`config.mk`:
```
export PLATFORM = sky130hd
export DESIGN_NAME = pc_ft_top
export DESIGN_NICKNAME = d
export VERILOG_FILES = /design/src/rtl/pc_ft_pkg.sv /design/src/rtl/pc_sel_pkg.sv /design/src/rtl/pc_ft_top.sv /design/src/rtl/breakage_monitor.sv /design/src/rtl/tmr_pc_voter.sv /design/src/rtl/pc_target_select.sv
export SDC_FILE = /design/constraint.sdc
export NUM_CORES = 1
export LEC_CHECK = 0
export BUFFER_PORTS_ARGS = -buffer_cell sky130_fd_sc_hd__buf_2
export CAP_MARGIN = 20
export CORE_AREA = 2 2 361 363
export CTS_BUF_LIST = sky130_fd_sc_hd__clkbuf_4
export CTS_CLUSTER_DIAMETER = 40
export DETAILED_ROUTE_END_ITERATION = 10
export DIE_AREA = 0 0 363 365
export PLACE_DENSITY = 0.41
export SLEW_MARGIN = 25
export SYNTH_ARGS = -nofsm -noshare
export SYNTH_HDL_FRONTEND = slang
export SYNTH_SLANG_ARGS = --single-unit
```
`constraint.sdc`:
```
create_clock -name clk -period 4.4 [get_ports clk]
set_clock_uncertainty 0.05 [all_clocks]
set_input_delay 0 -clock clk [delete_from_list [all_inputs] [get_ports clk]]
set_output_delay 0 -clock clk [all_outputs]
set_load 0.005 [all_outputs]
```
`src/rtl/pc_ft_pkg.sv`:
```
// Redundancy constants for exactly three replicas; CNT_W must hold BREAK_THRESHOLD and CNT_INC
package pc_ft_pkg;

        //////////////////////////////////////////////////
        // Replication
        //////////////////////////////////////////////////

        // The voter logic is written for three copies only
        localparam int unsigned N_REPLICA = 3;

        //////////////////////////////////////////////////
        // Breakage counter
        //////////////////////////////////////////////////

        // Counter width, saturates at its all-ones value
        localparam int unsigned CNT_W = 4;

        // Errors weigh more than clean cycles, so bursts retire a replica
        localparam logic [CNT_W-1:0] CNT_INC = 4'd3;
        localparam logic [CNT_W-1:0] CNT_DEC = 4'd1;

        // Replica counts as broken at or above this value
        localparam logic [CNT_W-1:0] BREAK_THRESHOLD = 4'd8;

endpackage

```
`src/rtl/pc_sel_pkg.sv`:
```
// Address widths and PC source codes for a machine-mode-only core; user mode and hardware loops are not covered
package pc_sel_pkg;

        //////////////////////////////////////////////////
        // Address widths
        //////////////////////////////////////////////////

        // Every PC source is a full byte address
        localparam int unsigned ADDR_W      = 32;

        // mtvec base field, upper bits of the trap vector table
        localparam int unsigned TRAP_BASE_W = 24;

        // Interrupt index inside the vector table
        localparam int unsigned VEC_W       = 5;

        // Boot entry sits at this offset inside the boot page
        localparam logic [7:0]  BOOT_OFFSET = 8'h80;

        //////////////////////////////////////////////////
        // Source encodings
        //////////////////////////////////////////////////

        // Next-PC source, as driven by the controller
        // Code 6 and codes 8 to 15 are unused and fall back to pc_id
        typedef enum logic [3:0] {
                PC_BOOT      = 4'd0,
                PC_FENCEI    = 4'd1,
                PC_JUMP      = 4'd2,
                PC_BRANCH    = 4'd3,
                PC_EXCEPTION = 4'd4,
                PC_MRET      = 4'd5,
                PC_DRET      = 4'd7
        } pc_mux_e;

        // Address used when pc_mux selects PC_EXCEPTION
        typedef enum logic [1:0] {
                EXC_PC_EXCEPTION = 2'd0,
                EXC_PC_IRQ       = 2'd1,
                EXC_PC_DBD       = 2'd2,
                EXC_PC_DBE       = 2'd3
        } exc_pc_mux_e;

endpackage
```
`src/rtl/pc_ft_top.sv`:
```
// Triplicated next-PC selector; every input must arrive as three copies, outputs are combinational
`timescale 1ns/10ps

module pc_ft_top (
        input  logic                                                    clk,
        input  logic                                                    rst_n_i,
        input  pc_sel_pkg::pc_mux_e     [pc_ft_pkg::N_REPLICA-1:0]      pc_mux_i,
        input  pc_sel_pkg::exc_pc_mux_e [pc_ft_pkg::N_REPLICA-1:0]      exc_pc_mux_i,
        input  logic [pc_ft_pkg::N_REPLICA-1:0][pc_sel_pkg::VEC_W-1:0]  m_exc_vec_i,
        input  logic [pc_ft_pkg::N_REPLICA-1:0][pc_sel_pkg::TRAP_BASE_W-1:0] m_trap_base_i,
        input  logic [pc_ft_pkg::N_REPLICA-1:0][pc_sel_pkg::ADDR_W-1:0] boot_addr_i,
        input  logic [pc_ft_pkg::N_REPLICA-1:0][pc_sel_pkg::ADDR_W-1:0] dm_halt_addr_i,
        input  logic [pc_ft_pkg::N_REPLICA-1:0][pc_sel_pkg::ADDR_W-1:0] dm_exception_addr_i,
        input  logic [pc_ft_pkg::N_REPLICA-1:0][pc_sel_pkg::ADDR_W-1:0] jump_target_id_i,
        input  logic [pc_ft_pkg::N_REPLICA-1:0][pc_sel_pkg::ADDR_W-1:0] jump_target_ex_i,
        input  logic [pc_ft_pkg::N_REPLICA-1:0][pc_sel_pkg::ADDR_W-1:0] mepc_i,
        input  logic [pc_ft_pkg::N_REPLICA-1:0][pc_sel_pkg::ADDR_W-1:0] depc_i,
        input  logic [pc_ft_pkg::N_REPLICA-1:0][pc_sel_pkg::ADDR_W-1:0] pc_id_i,
        input  logic [pc_ft_pkg::N_REPLICA-1:0]                         pc_set_i,
        input  logic [pc_ft_pkg::N_REPLICA-1:0]                         set_broken_i,
        output logic [pc_sel_pkg::ADDR_W-1:0]                           branch_addr_o,
        output logic                                                    csr_mtvec_init_o,
        output logic [pc_ft_pkg::N_REPLICA-1:0]                         is_broken_o,
        output logic                                                    err_detected_o,
        output logic                                                    err_corrected_o
);

        logic [pc_ft_pkg::N_REPLICA-1:0][pc_sel_pkg::ADDR_W-1:0] addr_to_vote;
        logic [pc_ft_pkg::N_REPLICA-1:0]                         init_to_vote;
        logic [pc_ft_pkg::N_REPLICA-1:0]                         addr_block_err;
        logic [pc_ft_pkg::N_REPLICA-1:0]                         init_block_err;
        logic [pc_ft_pkg::N_REPLICA-1:0]                         replica_err;
        logic [1:0]                                              detected;
        logic [1:0]                                              corrected;

        //////////////////////////////////////////////////
        // Replicas, each on its own input copy
        //////////////////////////////////////////////////

        for (genvar k = 0; k < pc_ft_pkg::N_REPLICA; k++) begin : g_replica
                pc_target_select u_sel (
                        .pc_mux_i            (pc_mux_i[k]),
                        .exc_pc_mux_i        (exc_pc_mux_i[k]),
                        .m_exc_vec_i         (m_exc_vec_i[k]),
                        .m_trap_base_i       (m_trap_base_i[k]),
                        .boot_addr_i         (boot_addr_i[k]),
                        .dm_halt_addr_i      (dm_halt_addr_i[k]),
                        .dm_exception_addr_i (dm_exception_addr_i[k]),
                        .jump_target_id_i    (jump_target_id_i[k]),
                        .jump_target_ex_i    (jump_target_ex_i[k]),
                        .mepc_i              (mepc_i[k]),
                        .depc_i              (depc_i[k]),
                        .pc_id_i             (pc_id_i[k]),
                        .pc_set_i            (pc_set_i[k]),
                        .branch_addr_o       (addr_to_vote[k]),
                        .csr_mtvec_init_o    (init_to_vote[k])
                );
        end

        //////////////////////////////////////////////////
        // Voting
        //////////////////////////////////////////////////

        tmr_pc_voter #(.WIDTH(pc_sel_pkg::ADDR_W)) u_addr_voter (
                .to_vote_i       (addr_to_vote),
                .broken_i        (is_broken_o),
                .voted_o         (branch_addr_o),
                .block_err_o     (addr_block_err),
                .err_detected_o  (detected[0]),
                .err_corrected_o (corrected[0])
        );

        tmr_pc_voter #(.WIDTH(1)) u_init_voter (
                .to_vote_i       (init_to_vote),
                .broken_i        (is_broken_o),
                .voted_o         (csr_mtvec_init_o),
                .block_err_o     (init_block_err),
                .err_detected_o  (detected[1]),
                .err_corrected_o (corrected[1])
        );

        // A replica is faulty if it lost either vote
        assign replica_err     = addr_block_err | init_block_err;
        assign err_detected_o  = |detected;
        assign err_corrected_o = |corrected;

        // Monitors feed the voter masks from the previous cycles
        for (genvar m = 0; m < pc_ft_pkg::N_REPLICA; m++) begin : g_monitor
                breakage_monitor u_mon (
                        .clk          (clk),
                        .rst_n_i      (rst_n_i),
                        .err_i        (replica_err[m]),
                        .set_broken_i (set_broken_i[m]),
                        .is_broken_o  (is_broken_o[m])
                );
        end

endmodule

```
`src/rtl/breakage_monitor.sv`:
```
// Per-replica error counter, saturating at 0 and all ones; the broken flag only clears on reset
`timescale 1ns/10ps

module breakage_monitor (
        input  logic clk,
        input  logic rst_n_i,
        input  logic err_i,
        input  logic set_broken_i,
        output logic is_broken_o
);

        logic [pc_ft_pkg::CNT_W-1:0] cnt_q;
        logic [pc_ft_pkg::CNT_W-1:0] cnt_d;
        logic [pc_ft_pkg::CNT_W:0]   cnt_sum;
        logic                        broken_q;

        // Extra carry bit catches overflow of the increment
        assign cnt_sum = {1'b0, cnt_q} + {1'b0, pc_ft_pkg::CNT_INC};

        always_comb begin
                if (err_i) begin
                        cnt_d = cnt_sum[pc_ft_pkg::CNT_W] ? '1 : cnt_sum[pc_ft_pkg::CNT_W-1:0];
                end else if (cnt_q < pc_ft_pkg::CNT_DEC) begin
                        cnt_d = '0;
                end else begin
                        cnt_d = cnt_q - pc_ft_pkg::CNT_DEC;
                end
        end

        always_ff @(posedge clk or negedge rst_n_i) begin
                if (!rst_n_i) begin
                        cnt_q    <= '0;
                        broken_q <= 1'b0;
                end else begin
                        cnt_q <= cnt_d;
                        // Threshold is checked on the updated count
                        if (set_broken_i || (cnt_d >= pc_ft_pkg::BREAK_THRESHOLD)) begin
                                broken_q <= 1'b1;
                        end
                end
        end

        assign is_broken_o = broken_q;

endmodule

```
`src/rtl/tmr_pc_voter.sv`:
```
// Combinational three-way voter; a retired replica is skipped and with two retired no error is reported
`timescale 1ns/10ps

module tmr_pc_voter #(
        parameter int unsigned WIDTH = 32
) (
        input  logic [pc_ft_pkg::N_REPLICA-1:0][WIDTH-1:0] to_vote_i,
        input  logic [pc_ft_pkg::N_REPLICA-1:0]            broken_i,
        output logic [WIDTH-1:0]                           voted_o,
        output logic [pc_ft_pkg::N_REPLICA-1:0]            block_err_o,
        output logic                                       err_detected_o,
        output logic                                       err_corrected_o
);

        logic [WIDTH-1:0] majority;
        logic             mis_01;
        logic             mis_02;
        logic             mis_12;

        //////////////////////////////////////////////////
        // Raw comparisons
        //////////////////////////////////////////////////

        assign majority = (to_vote_i[0] & to_vote_i[1])
                        | (to_vote_i[0] & to_vote_i[2])
                        | (to_vote_i[1] & to_vote_i[2]);

        // Pairwise disagreement, used once a replica is retired
        assign mis_01 = (to_vote_i[0] != to_vote_i[1]);
        assign mis_02 = (to_vote_i[0] != to_vote_i[2]);
        assign mis_12 = (to_vote_i[1] != to_vote_i[2]);

        //////////////////////////////////////////////////
        // Selection by broken mask
        //////////////////////////////////////////////////

        always_comb begin
                case (broken_i)
                        3'b000: begin
                                voted_o        = majority;
                                block_err_o[0] = (to_vote_i[0] != majority);
                                block_err_o[1] = (to_vote_i[1] != majority);
                                block_err_o[2] = (to_vote_i[2] != majority);
                        end
                        // One retired: the two healthy copies can only detect
                        3'b001: begin
                                voted_o     = to_vote_i[1];
                                block_err_o = {mis_12, mis_12, 1'b0};
                        end
                        3'b010: begin
                                voted_o     = to_vote_i[0];
                                block_err_o = {mis_02, 1'b0, mis_02};
                        end
                        3'b100: begin
                                voted_o     = to_vote_i[0];
                                block_err_o = {1'b0, mis_01, mis_01};
                        end
                        // Two or more retired, nothing left to compare
                        3'b011: begin
                                voted_o     = to_vote_i[2];
                                block_err_o = 3'b000;
                        end
                        3'b101: begin
                                voted_o     = to_vote_i[1];
                                block_err_o = 3'b000;
                        end
                        default: begin
                                voted_o     = to_vote_i[0];
                                block_err_o = 3'b000;
                        end
                endcase
        end

        assign err_detected_o = |block_err_o;

        // Only a single outvoted copy with all three healthy is a real correction
        assign err_corrected_o = (broken_i == 3'b000) && $onehot(block_err_o);

endmodule

```
`src/rtl/pc_target_select.sv`:
```
// Purely combinational next-PC mux for one replica; machine trap base only, unused source codes return pc_id
`timescale 1ns/10ps

module pc_target_select (
        input  pc_sel_pkg::pc_mux_e                    pc_mux_i,
        input  pc_sel_pkg::exc_pc_mux_e                exc_pc_mux_i,
        input  logic [pc_sel_pkg::VEC_W-1:0]           m_exc_vec_i,
        input  logic [pc_sel_pkg::TRAP_BASE_W-1:0]     m_trap_base_i,
        input  logic [pc_sel_pkg::ADDR_W-1:0]          boot_addr_i,
        input  logic [pc_sel_pkg::ADDR_W-1:0]          dm_halt_addr_i,
        input  logic [pc_sel_pkg::ADDR_W-1:0]          dm_exception_addr_i,
        input  logic [pc_sel_pkg::ADDR_W-1:0]          jump_target_id_i,
        input  logic [pc_sel_pkg::ADDR_W-1:0]          jump_target_ex_i,
        input  logic [pc_sel_pkg::ADDR_W-1:0]          mepc_i,
        input  logic [pc_sel_pkg::ADDR_W-1:0]          depc_i,
        input  logic [pc_sel_pkg::ADDR_W-1:0]          pc_id_i,
        input  logic                                   pc_set_i,
        output logic [pc_sel_pkg::ADDR_W-1:0]          branch_addr_o,
        output logic                                   csr_mtvec_init_o
);

        logic [pc_sel_pkg::ADDR_W-1:0] exc_addr;

        // Trap vector table entries are word aligned
        always_comb begin
                case (exc_pc_mux_i)
                        pc_sel_pkg::EXC_PC_EXCEPTION: begin
                                exc_addr = {m_trap_base_i, 8'h00};
                        end
                        pc_sel_pkg::EXC_PC_IRQ: begin
                                // One slot per interrupt index
                                exc_addr = {m_trap_base_i, 1'b0, m_exc_vec_i, 2'b00};
                        end
                        pc_sel_pkg::EXC_PC_DBD: begin
                                exc_addr = dm_halt_addr_i;
                        end
                        default: begin
                                exc_addr = dm_exception_addr_i;
                        end
                endcase
        end

        always_comb begin
                case (pc_mux_i)
                        pc_sel_pkg::PC_BOOT: begin
                                branch_addr_o = {boot_addr_i[pc_sel_pkg::ADDR_W-1:8],
                                                 pc_sel_pkg::BOOT_OFFSET};
                        end
                        pc_sel_pkg::PC_FENCEI: begin
                                // Restart right after the fence.i
                                branch_addr_o = pc_id_i + 32'd4;
                        end
                        pc_sel_pkg::PC_JUMP:      branch_addr_o = jump_target_id_i;
                        pc_sel_pkg::PC_BRANCH:    branch_addr_o = jump_target_ex_i;
                        pc_sel_pkg::PC_EXCEPTION: branch_addr_o = exc_addr;
                        pc_sel_pkg::PC_MRET:      branch_addr_o = mepc_i;
                        pc_sel_pkg::PC_DRET:      branch_addr_o = depc_i;
                        default: begin
                                branch_addr_o = pc_id_i;
                        end
                endcase
        end

        // mtvec is loaded from the boot address when booting
        assign csr_mtvec_init_o = pc_set_i && (pc_mux_i == pc_sel_pkg::PC_BOOT);

endmodule

```
# Yosys cells after proc, flatten, opt, wreduce, memory -nomap -nowiden
# Cells that the tools add are included.
[classes]
addsub = 13
order_cmp = 6
eq_ne = 43
muxes = 19
n_bitwise = 11
reduce_logical = 18
[op_table]
columns = ["op", "count"]
rows = [
  ["32-bit case mux with 7 select lines", 3],
  ["32-bit case mux with 3 select lines", 4],
  ["32-bit inequality test", 6],
  ["32-bit by 3-bit adder with 32-bit output, second input constant", 3],
  ["32-bit AND", 3],
  ["32-bit bitwise OR", 2],
  ["4-bit by 3-bit equality test with 1-bit output, second input constant", 9],
  ["4-bit two-way mux", 9],
  ["4-bit by 2-bit equality test with 1-bit output, second input constant", 6],
  ["3-bit case mux with 4 select lines", 2],
  ["4-bit by 2-bit adder with 5-bit output, second input constant", 3],
  ["4-bit by 1-bit equality test with 1-bit output, second input constant", 3],
  ["4-bit >= comparator, second input constant", 3],
  ["4-bit logical NOT", 3],
  ["4-bit by 1-bit less-than comparator with 1-bit output, second input constant", 3],
  ["4-bit by 1-bit subtractor with 4-bit output, second input constant", 3],
  ["2-bit by 1-bit equality test with 1-bit output, second input constant", 5],
  ["2-bit equality test, second input constant", 3],
  ["3-bit by 2-bit equality test with 1-bit output, second input constant", 2],
  ["3-bit equality test, second input constant", 2],
  ["2-bit logical NOT", 3],
  ["1-bit inequality test", 6],
  ["6-bit OR reduction", 1],
  ["1-bit logical AND", 5],
  ["10 further kinds", 18],
]
[word_totals]
reg_bits = 15
word_cells = 116

# Depth between registers and ports, before layout
[logic_depth]
word_depth = 13
mapped_depth = 24
mapped_depth_nobuf = 21

# By module
# A second synthesis with hierarchy kept.
[unflattened]
cells_unflattened = 2166
area_unflattened_um2 = 15343.5
[by_module_without_submodules]
columns = ["mod", "n_inst", "cells_per_inst", "area_per_inst_um2", "seq_area_each_um2"]
rows = [
  ["pc_target_select (g_replica[1].u_sel ...)", 2, 496, 3328.2, 0.0],
  ["tmr_pc_voter (u_addr_voter)", 1, 537, 4200.3, 0.0],
  ["pc_target_select (g_replica[0].u_sel)", 1, 506, 3321.9, 0.0],
  ["breakage_monitor", 3, 30, 285.3, 125.1],
  ["tmr_pc_voter (u_init_voter)", 1, 36, 277.8, 0.0],
  ["pc_ft_top", 1, 5, 31.3, 0.0],
]

# Worst setup path before layout
# Ideal clock, no wire load.
[synth_path]
path_kind = "input-to-output"
start = "in pc_mux_i[1] in the netlist's numbering"
end = "out err_corrected_o"
arrival_time_ns = 4.474
t_required_ns = 4.350
path_slack_ns = -0.124
cell_stages = 21
n_path_buf = 3
path_cell_list = "buf_2 -> or4b_1 -> buf_2 -> buf_1 -> a211o_1 -> o211ai_1 -> o21ai_0 -> a21oi_1 -> ha_1 -> nor4_1 -> nand4_1 -> o2111ai_1 -> o2111ai_1 -> nor4_1 -> nand4_1 -> and4b_1 -> and4_1 -> a21oi_1 -> fa_1 -> nand2b_1 -> a21oi_1"
[synth_between]
elab_chain_cells = 12
word_cells_on_any_way = 38
[synth_rtl]
columns = ["element", "line", "source"]
rows = [
  ["start: declaration", "pc_ft_top.sv:7", "input pc_sel_pkg::pc_mux_e [pc_ft_pkg::N_REPLICA-1:0] pc_mux_i,"],
  ["4-bit by 3-bit equality test with 1-bit output (tied with other cells)", "pc_target_select.sv:44", "case (pc_mux_i)"],
  ["32-bit case mux with 7 select lines or 1-bit logical AND (tied branches)", "pc_target_select.sv:44, pc_target_select.sv:65", ""],
  ["32-bit AND (tied with other cells)", "tmr_pc_voter.sv:24", "assign majority = (to_vote_i[0] & to_vote_i[1])"],
  ["32-bit bitwise OR or 1-bit bitwise OR (tied branches)", "tmr_pc_voter.sv:25", "| (to_vote_i[0] & to_vote_i[2])"],
  ["32-bit bitwise OR or 1-bit bitwise OR (tied branches)", "tmr_pc_voter.sv:26", "| (to_vote_i[1] & to_vote_i[2]);"],
  ["32-bit inequality test (tied with other cells)", "tmr_pc_voter.sv:41", "block_err_o[0] = (to_vote_i[0] != majority);"],
  ["3-bit case mux with 4 select lines", "tmr_pc_voter.sv:38", "case (broken_i)"],
  ["1-bit by 1-bit adder with 2-bit output (not written as such)", "tmr_pc_voter.sv:77", "assign err_corrected_o = (broken_i == 3'b000) && $onehot(block_err_o);"],
  ["2-bit by 1-bit adder with 2-bit output (not written as such)", "tmr_pc_voter.sv:77", ""],
  ["2-bit by 1-bit equality test with 1-bit output", "tmr_pc_voter.sv:77", ""],
  ["1-bit logical AND", "tmr_pc_voter.sv:77", ""],
  ["2-bit OR reduction *", "pc_ft_top.sv:85", "assign err_corrected_o = |corrected;"],
  ["end: declaration", "pc_ft_top.sv:25", "output logic err_corrected_o"],
]
# Every way passes the cells marked *; elsewhere a longest branch is shown, timed or not.

# Final worst setup path
# Same ends and word-level chain as after synthesis.

==> flow_summary.yaml <==
run_status:
  status: "finished, violations left"
  violations: "negative setup slack"
detailed_routing:
  postRouteAntennaNets: 0
  wl_per_cell_um: 27.7
  dr.pass1.iters: 6
  finalWirelength_mm: 164
  viasPerCell: 4.84
  vias: 28521
  remaining_drc_errors: 0
  drt_iter0_drc: 2170
clocking:
  cts_sinks: 15
  cts_inserted_buffers: 3
  clkLatencyLatePin_ps: 300
  cts_tree: "built"
  cts-root-buf: "clkbuf_4"
  clkSlewWorstSetupHoldPaths_ps: 110
  htree_levels: 1
  clockBufferDepth: 2
timing:
  final_hold_viol_count: 0
  worst_pin_slew_ps: 842
  fin_crit_ps: 5220
  final_max_slew_viol_count: 0
  setup_viol: 17
  setup_slack_ps: -821
  timing.fmax_mhz: 192
  maxSlewHeadroom_pct: 43.9
  post-route-period-util_pct: 119
  rsz0062_at_grt: "true"
placed_design:
  dp_slack_ps: -1840
  hpwl_mm: 143
  dp.cells: 5744
  portBuffers: 894
  dpl_cell_area_sq_um: 29700
  place.gp.congestion: 0.954
critical_path:
  required_ps: 4350
  reg2reg_depth: 14
  crit_end: "err_corrected_o"
  slowest_stage: "fa_1"
  critPathMaxFanout: 6
  cp-startpoint: "pc_mux_i[1]"
  crit_path_start_kind: "primary input"
  cp.arrival_ps: 5170
  max_stage_delay_ps: 560
  r2r_setup_slack_ps: 880
  worstSetupPathType: "primary input to primary output"
  reg2reg_to: "g_monitor[0].u_mon.is_broken_o$_DFFE_PN0P_"
  reg2reg_from: "g_monitor[0].u_mon.is_broken_o$_DFFE_PN0P_"
  crit_path_end_kind: "primary output"
  path_common_cell: "buf_4"
floorplanning:
  rows: 132
  io_pins: 919
  die_w_um: 363
  dieHeight_um: 365
  start_util_pct: 13.1
  die-area_sq_um: 132000
  core_area_sq_um: 129000
logic_synthesis:
  syn_area_sq_um: 16900
  syn_nets: 3463
  synth.distinct_cells: 99
  synth.area.mux_share_pct: 11.3
  synthXorXnorAreaFrac_pct: 3.27
  avgSynthCellArea_sq_um: 6.82
  yosys.area.top_type: "mux2i_1"
  ys_seq_area_share_pct: 2.23
  synth_compound_area_share_pct: 37.4
  synth.ff_latch_count: 15
  async_flop_share_pct: 100
  ys.flop_type: "dfrtp_1"
  synth-simple-area-share_pct: 30.3
  yosysTopAreaCellShare_pct: 8.60
  yosys-top-cells-area: "mux2i_1 (8.6%), ha_1 (7.8%), a21oi_1 (5.1%)"
  yosysWarnings: 0
  syn_inst: 2475
  synth_edf_count: 0
  synth_top_family_by_area: "compound AO/OA/AOI/OAI gates"
  yosys.area_share.adder_pct: 8.03
grt:
  antenna_found_initial: 82
  grt_overflow: 0
  grt_use_met1_pct: 29.5
  grt_pass1_vias: 27613
  grtUsageTotal_pct: 23.0
  grt_pass1_wl_mm: 216
  grt_busiest_layer: "met2"
  grt_use_met3_pct: 5.53
  grtUsageMet2_pct: 37.9
  grt_max_degree: 49
pwr:
  ir_worst_vdd_mv: 0.0699
  power.leakage_uw: 0.0156
  power.share.combinational_pct: 95.3
  p_sw_uw: 2440
  seq_power_share_pct: 2.9
  p_per_area_nw_per_um2: 140
  switching_share_pct: 50.8
  internal_power_uw: 2360
  pwr-share-clk_pct: 1.8
final_layout:
  final_common_cell: "buf_4"
  multi_input_area_sq_um: 18000
  syn_to_final_growth_pct: 103
  layout_common_cells: "buf_4 (931), buf_2 (876), nor2_1 (189), a21oi_1 (139), mux2i_1 (131)"
  nets: 5179
  final_util_pct: 26.6
  drive_above_1_share_pct: 57.6
  n_fill_cell: 14293
  final_area_sq_um: 34200
  final-instance-count-excl-fill: 5898
  ff_latch_area_sq_um: 375
job:
  maxCapViolCount: 0
worst_hold_path:
  hold_class: "primary input to asynchronous set/reset pin"
routing by layer:
layer,part of all wire [%],vias to the layer above
met3,7.9,225
met5,0.14,-
met2,46,1147
met4,3.7,32
li1,-,13280
met1,42,13837
cell type report:
class / instances / area share [%]
Timing Repair Buffer: 1932 / 38.8
Antenna cell: 33 / 0.241
Clock buffer: 3 / 0.0659
Tap cell: 1675 / 6.13
Clock inverter: 1 / 0.0146
Inverter: 79 / 0.926
Sequential cell: 15 / 1.10
Multi-Input combinational cell: 2160 / 52.7
flip-flops by register name, indices dropped and copies added (netlist names):
name	cells
g_monitor.u_mon.cnt_q	12
g_monitor.u_mon.is_broken_o	3
cell families (layout without fill, tap and decap cells):
kind of cell	Yosys count	count (layout)
other	0	33
AO/OA/AOI/OAI	881	881
buffers and inverters	301	2015
XOR/XNOR	63	63
adder cells (fa/ha/maj)	107	107
flip-flops	15	15
AND/OR/NAND/NOR	924	925
multiplexers	184	184
synthesized netlist by cell type, types with 23 or more instances:
library cell,number
o21ai_0,105
a21o_1,23
or3_1,34
nor3_1,80
nor2_1,212
xnor2_1,48
nor2b_1,29
o211ai_1,30
and3_1,40
a21oi_1,173
a221o_1,29
a221oi_1,32
o22ai_1,46
nand2b_1,31
mux2i_1,145
a211oi_1,68
nand3b_1,24
a31oi_1,37
a211o_1,34
a22oi_1,29
inv_1,75
nand2_1,125
ha_1,105
nand4_1,66
mux2_2,36
buf_2,72
clkbuf_1,117
nand3_1,78
nor4_1,57
how the worst min path moves through the flow:
stage	from	to	slack, ps
after global placement	rst_n_i	g_monitor[2].u_mon.cnt_q[2]$_DFF_PN0_	-110
after floorplan	rst_n_i	g_monitor[0].u_mon.cnt_q[0]$_DFF_PN0_	-350
final	rst_n_i	g_monitor[0].u_mon.cnt_q[2]$_DFF_PN0_	120
after detailed placement	rst_n_i	g_monitor[2].u_mon.cnt_q[3]$_DFF_PN0_	-100
after global routing	rst_n_i	g_monitor[0].u_mon.cnt_q[2]$_DFF_PN0_	140
after CTS	rst_n_i	g_monitor[1].u_mon.cnt_q[2]$_DFF_PN0_	130
power groups by stage:
stage | registers, uW | clock network [uW] | logic [uW]
after floorplan | 141 | 0 | 1450
after global placement | 140 | 0 | 3840
after detailed placement | 140 | 0 | 3820
after CTS | 138 | 88.4 | 4250
after global routing | 138 | 96.2 | 4820
final | 138 | 85.5 | 4570
what timing repair did:
action,CTS,global route
setup endpoints to repair,17,17
hold buffers,4,0
gates resized for setup,429,243
pin swaps,125,98
hold endpoints to repair,18,0
cloned,8,1
setup buffers,65,49
critical path, delay by kind of cell:
family                   cells  cell delay (ps)
buffers and inverters        9             1330
AND/OR/NAND/NOR              8             1400
AO/OA/AOI/OAI                8             1560
adder cells (fa/ha/maj)      2              870
stage by stage:
stage	hold WS (ps)	power, uW	setup TNS (ps)
global placement	-108	3980	-20850
CTS	125	4480	-5050
finish	115	4790	-5600
global route	140	5050	-8300
floorplan	-346	1590	-76.1
detailed placement	-104	3970	-21210
(Power assumes the default switching activity.)
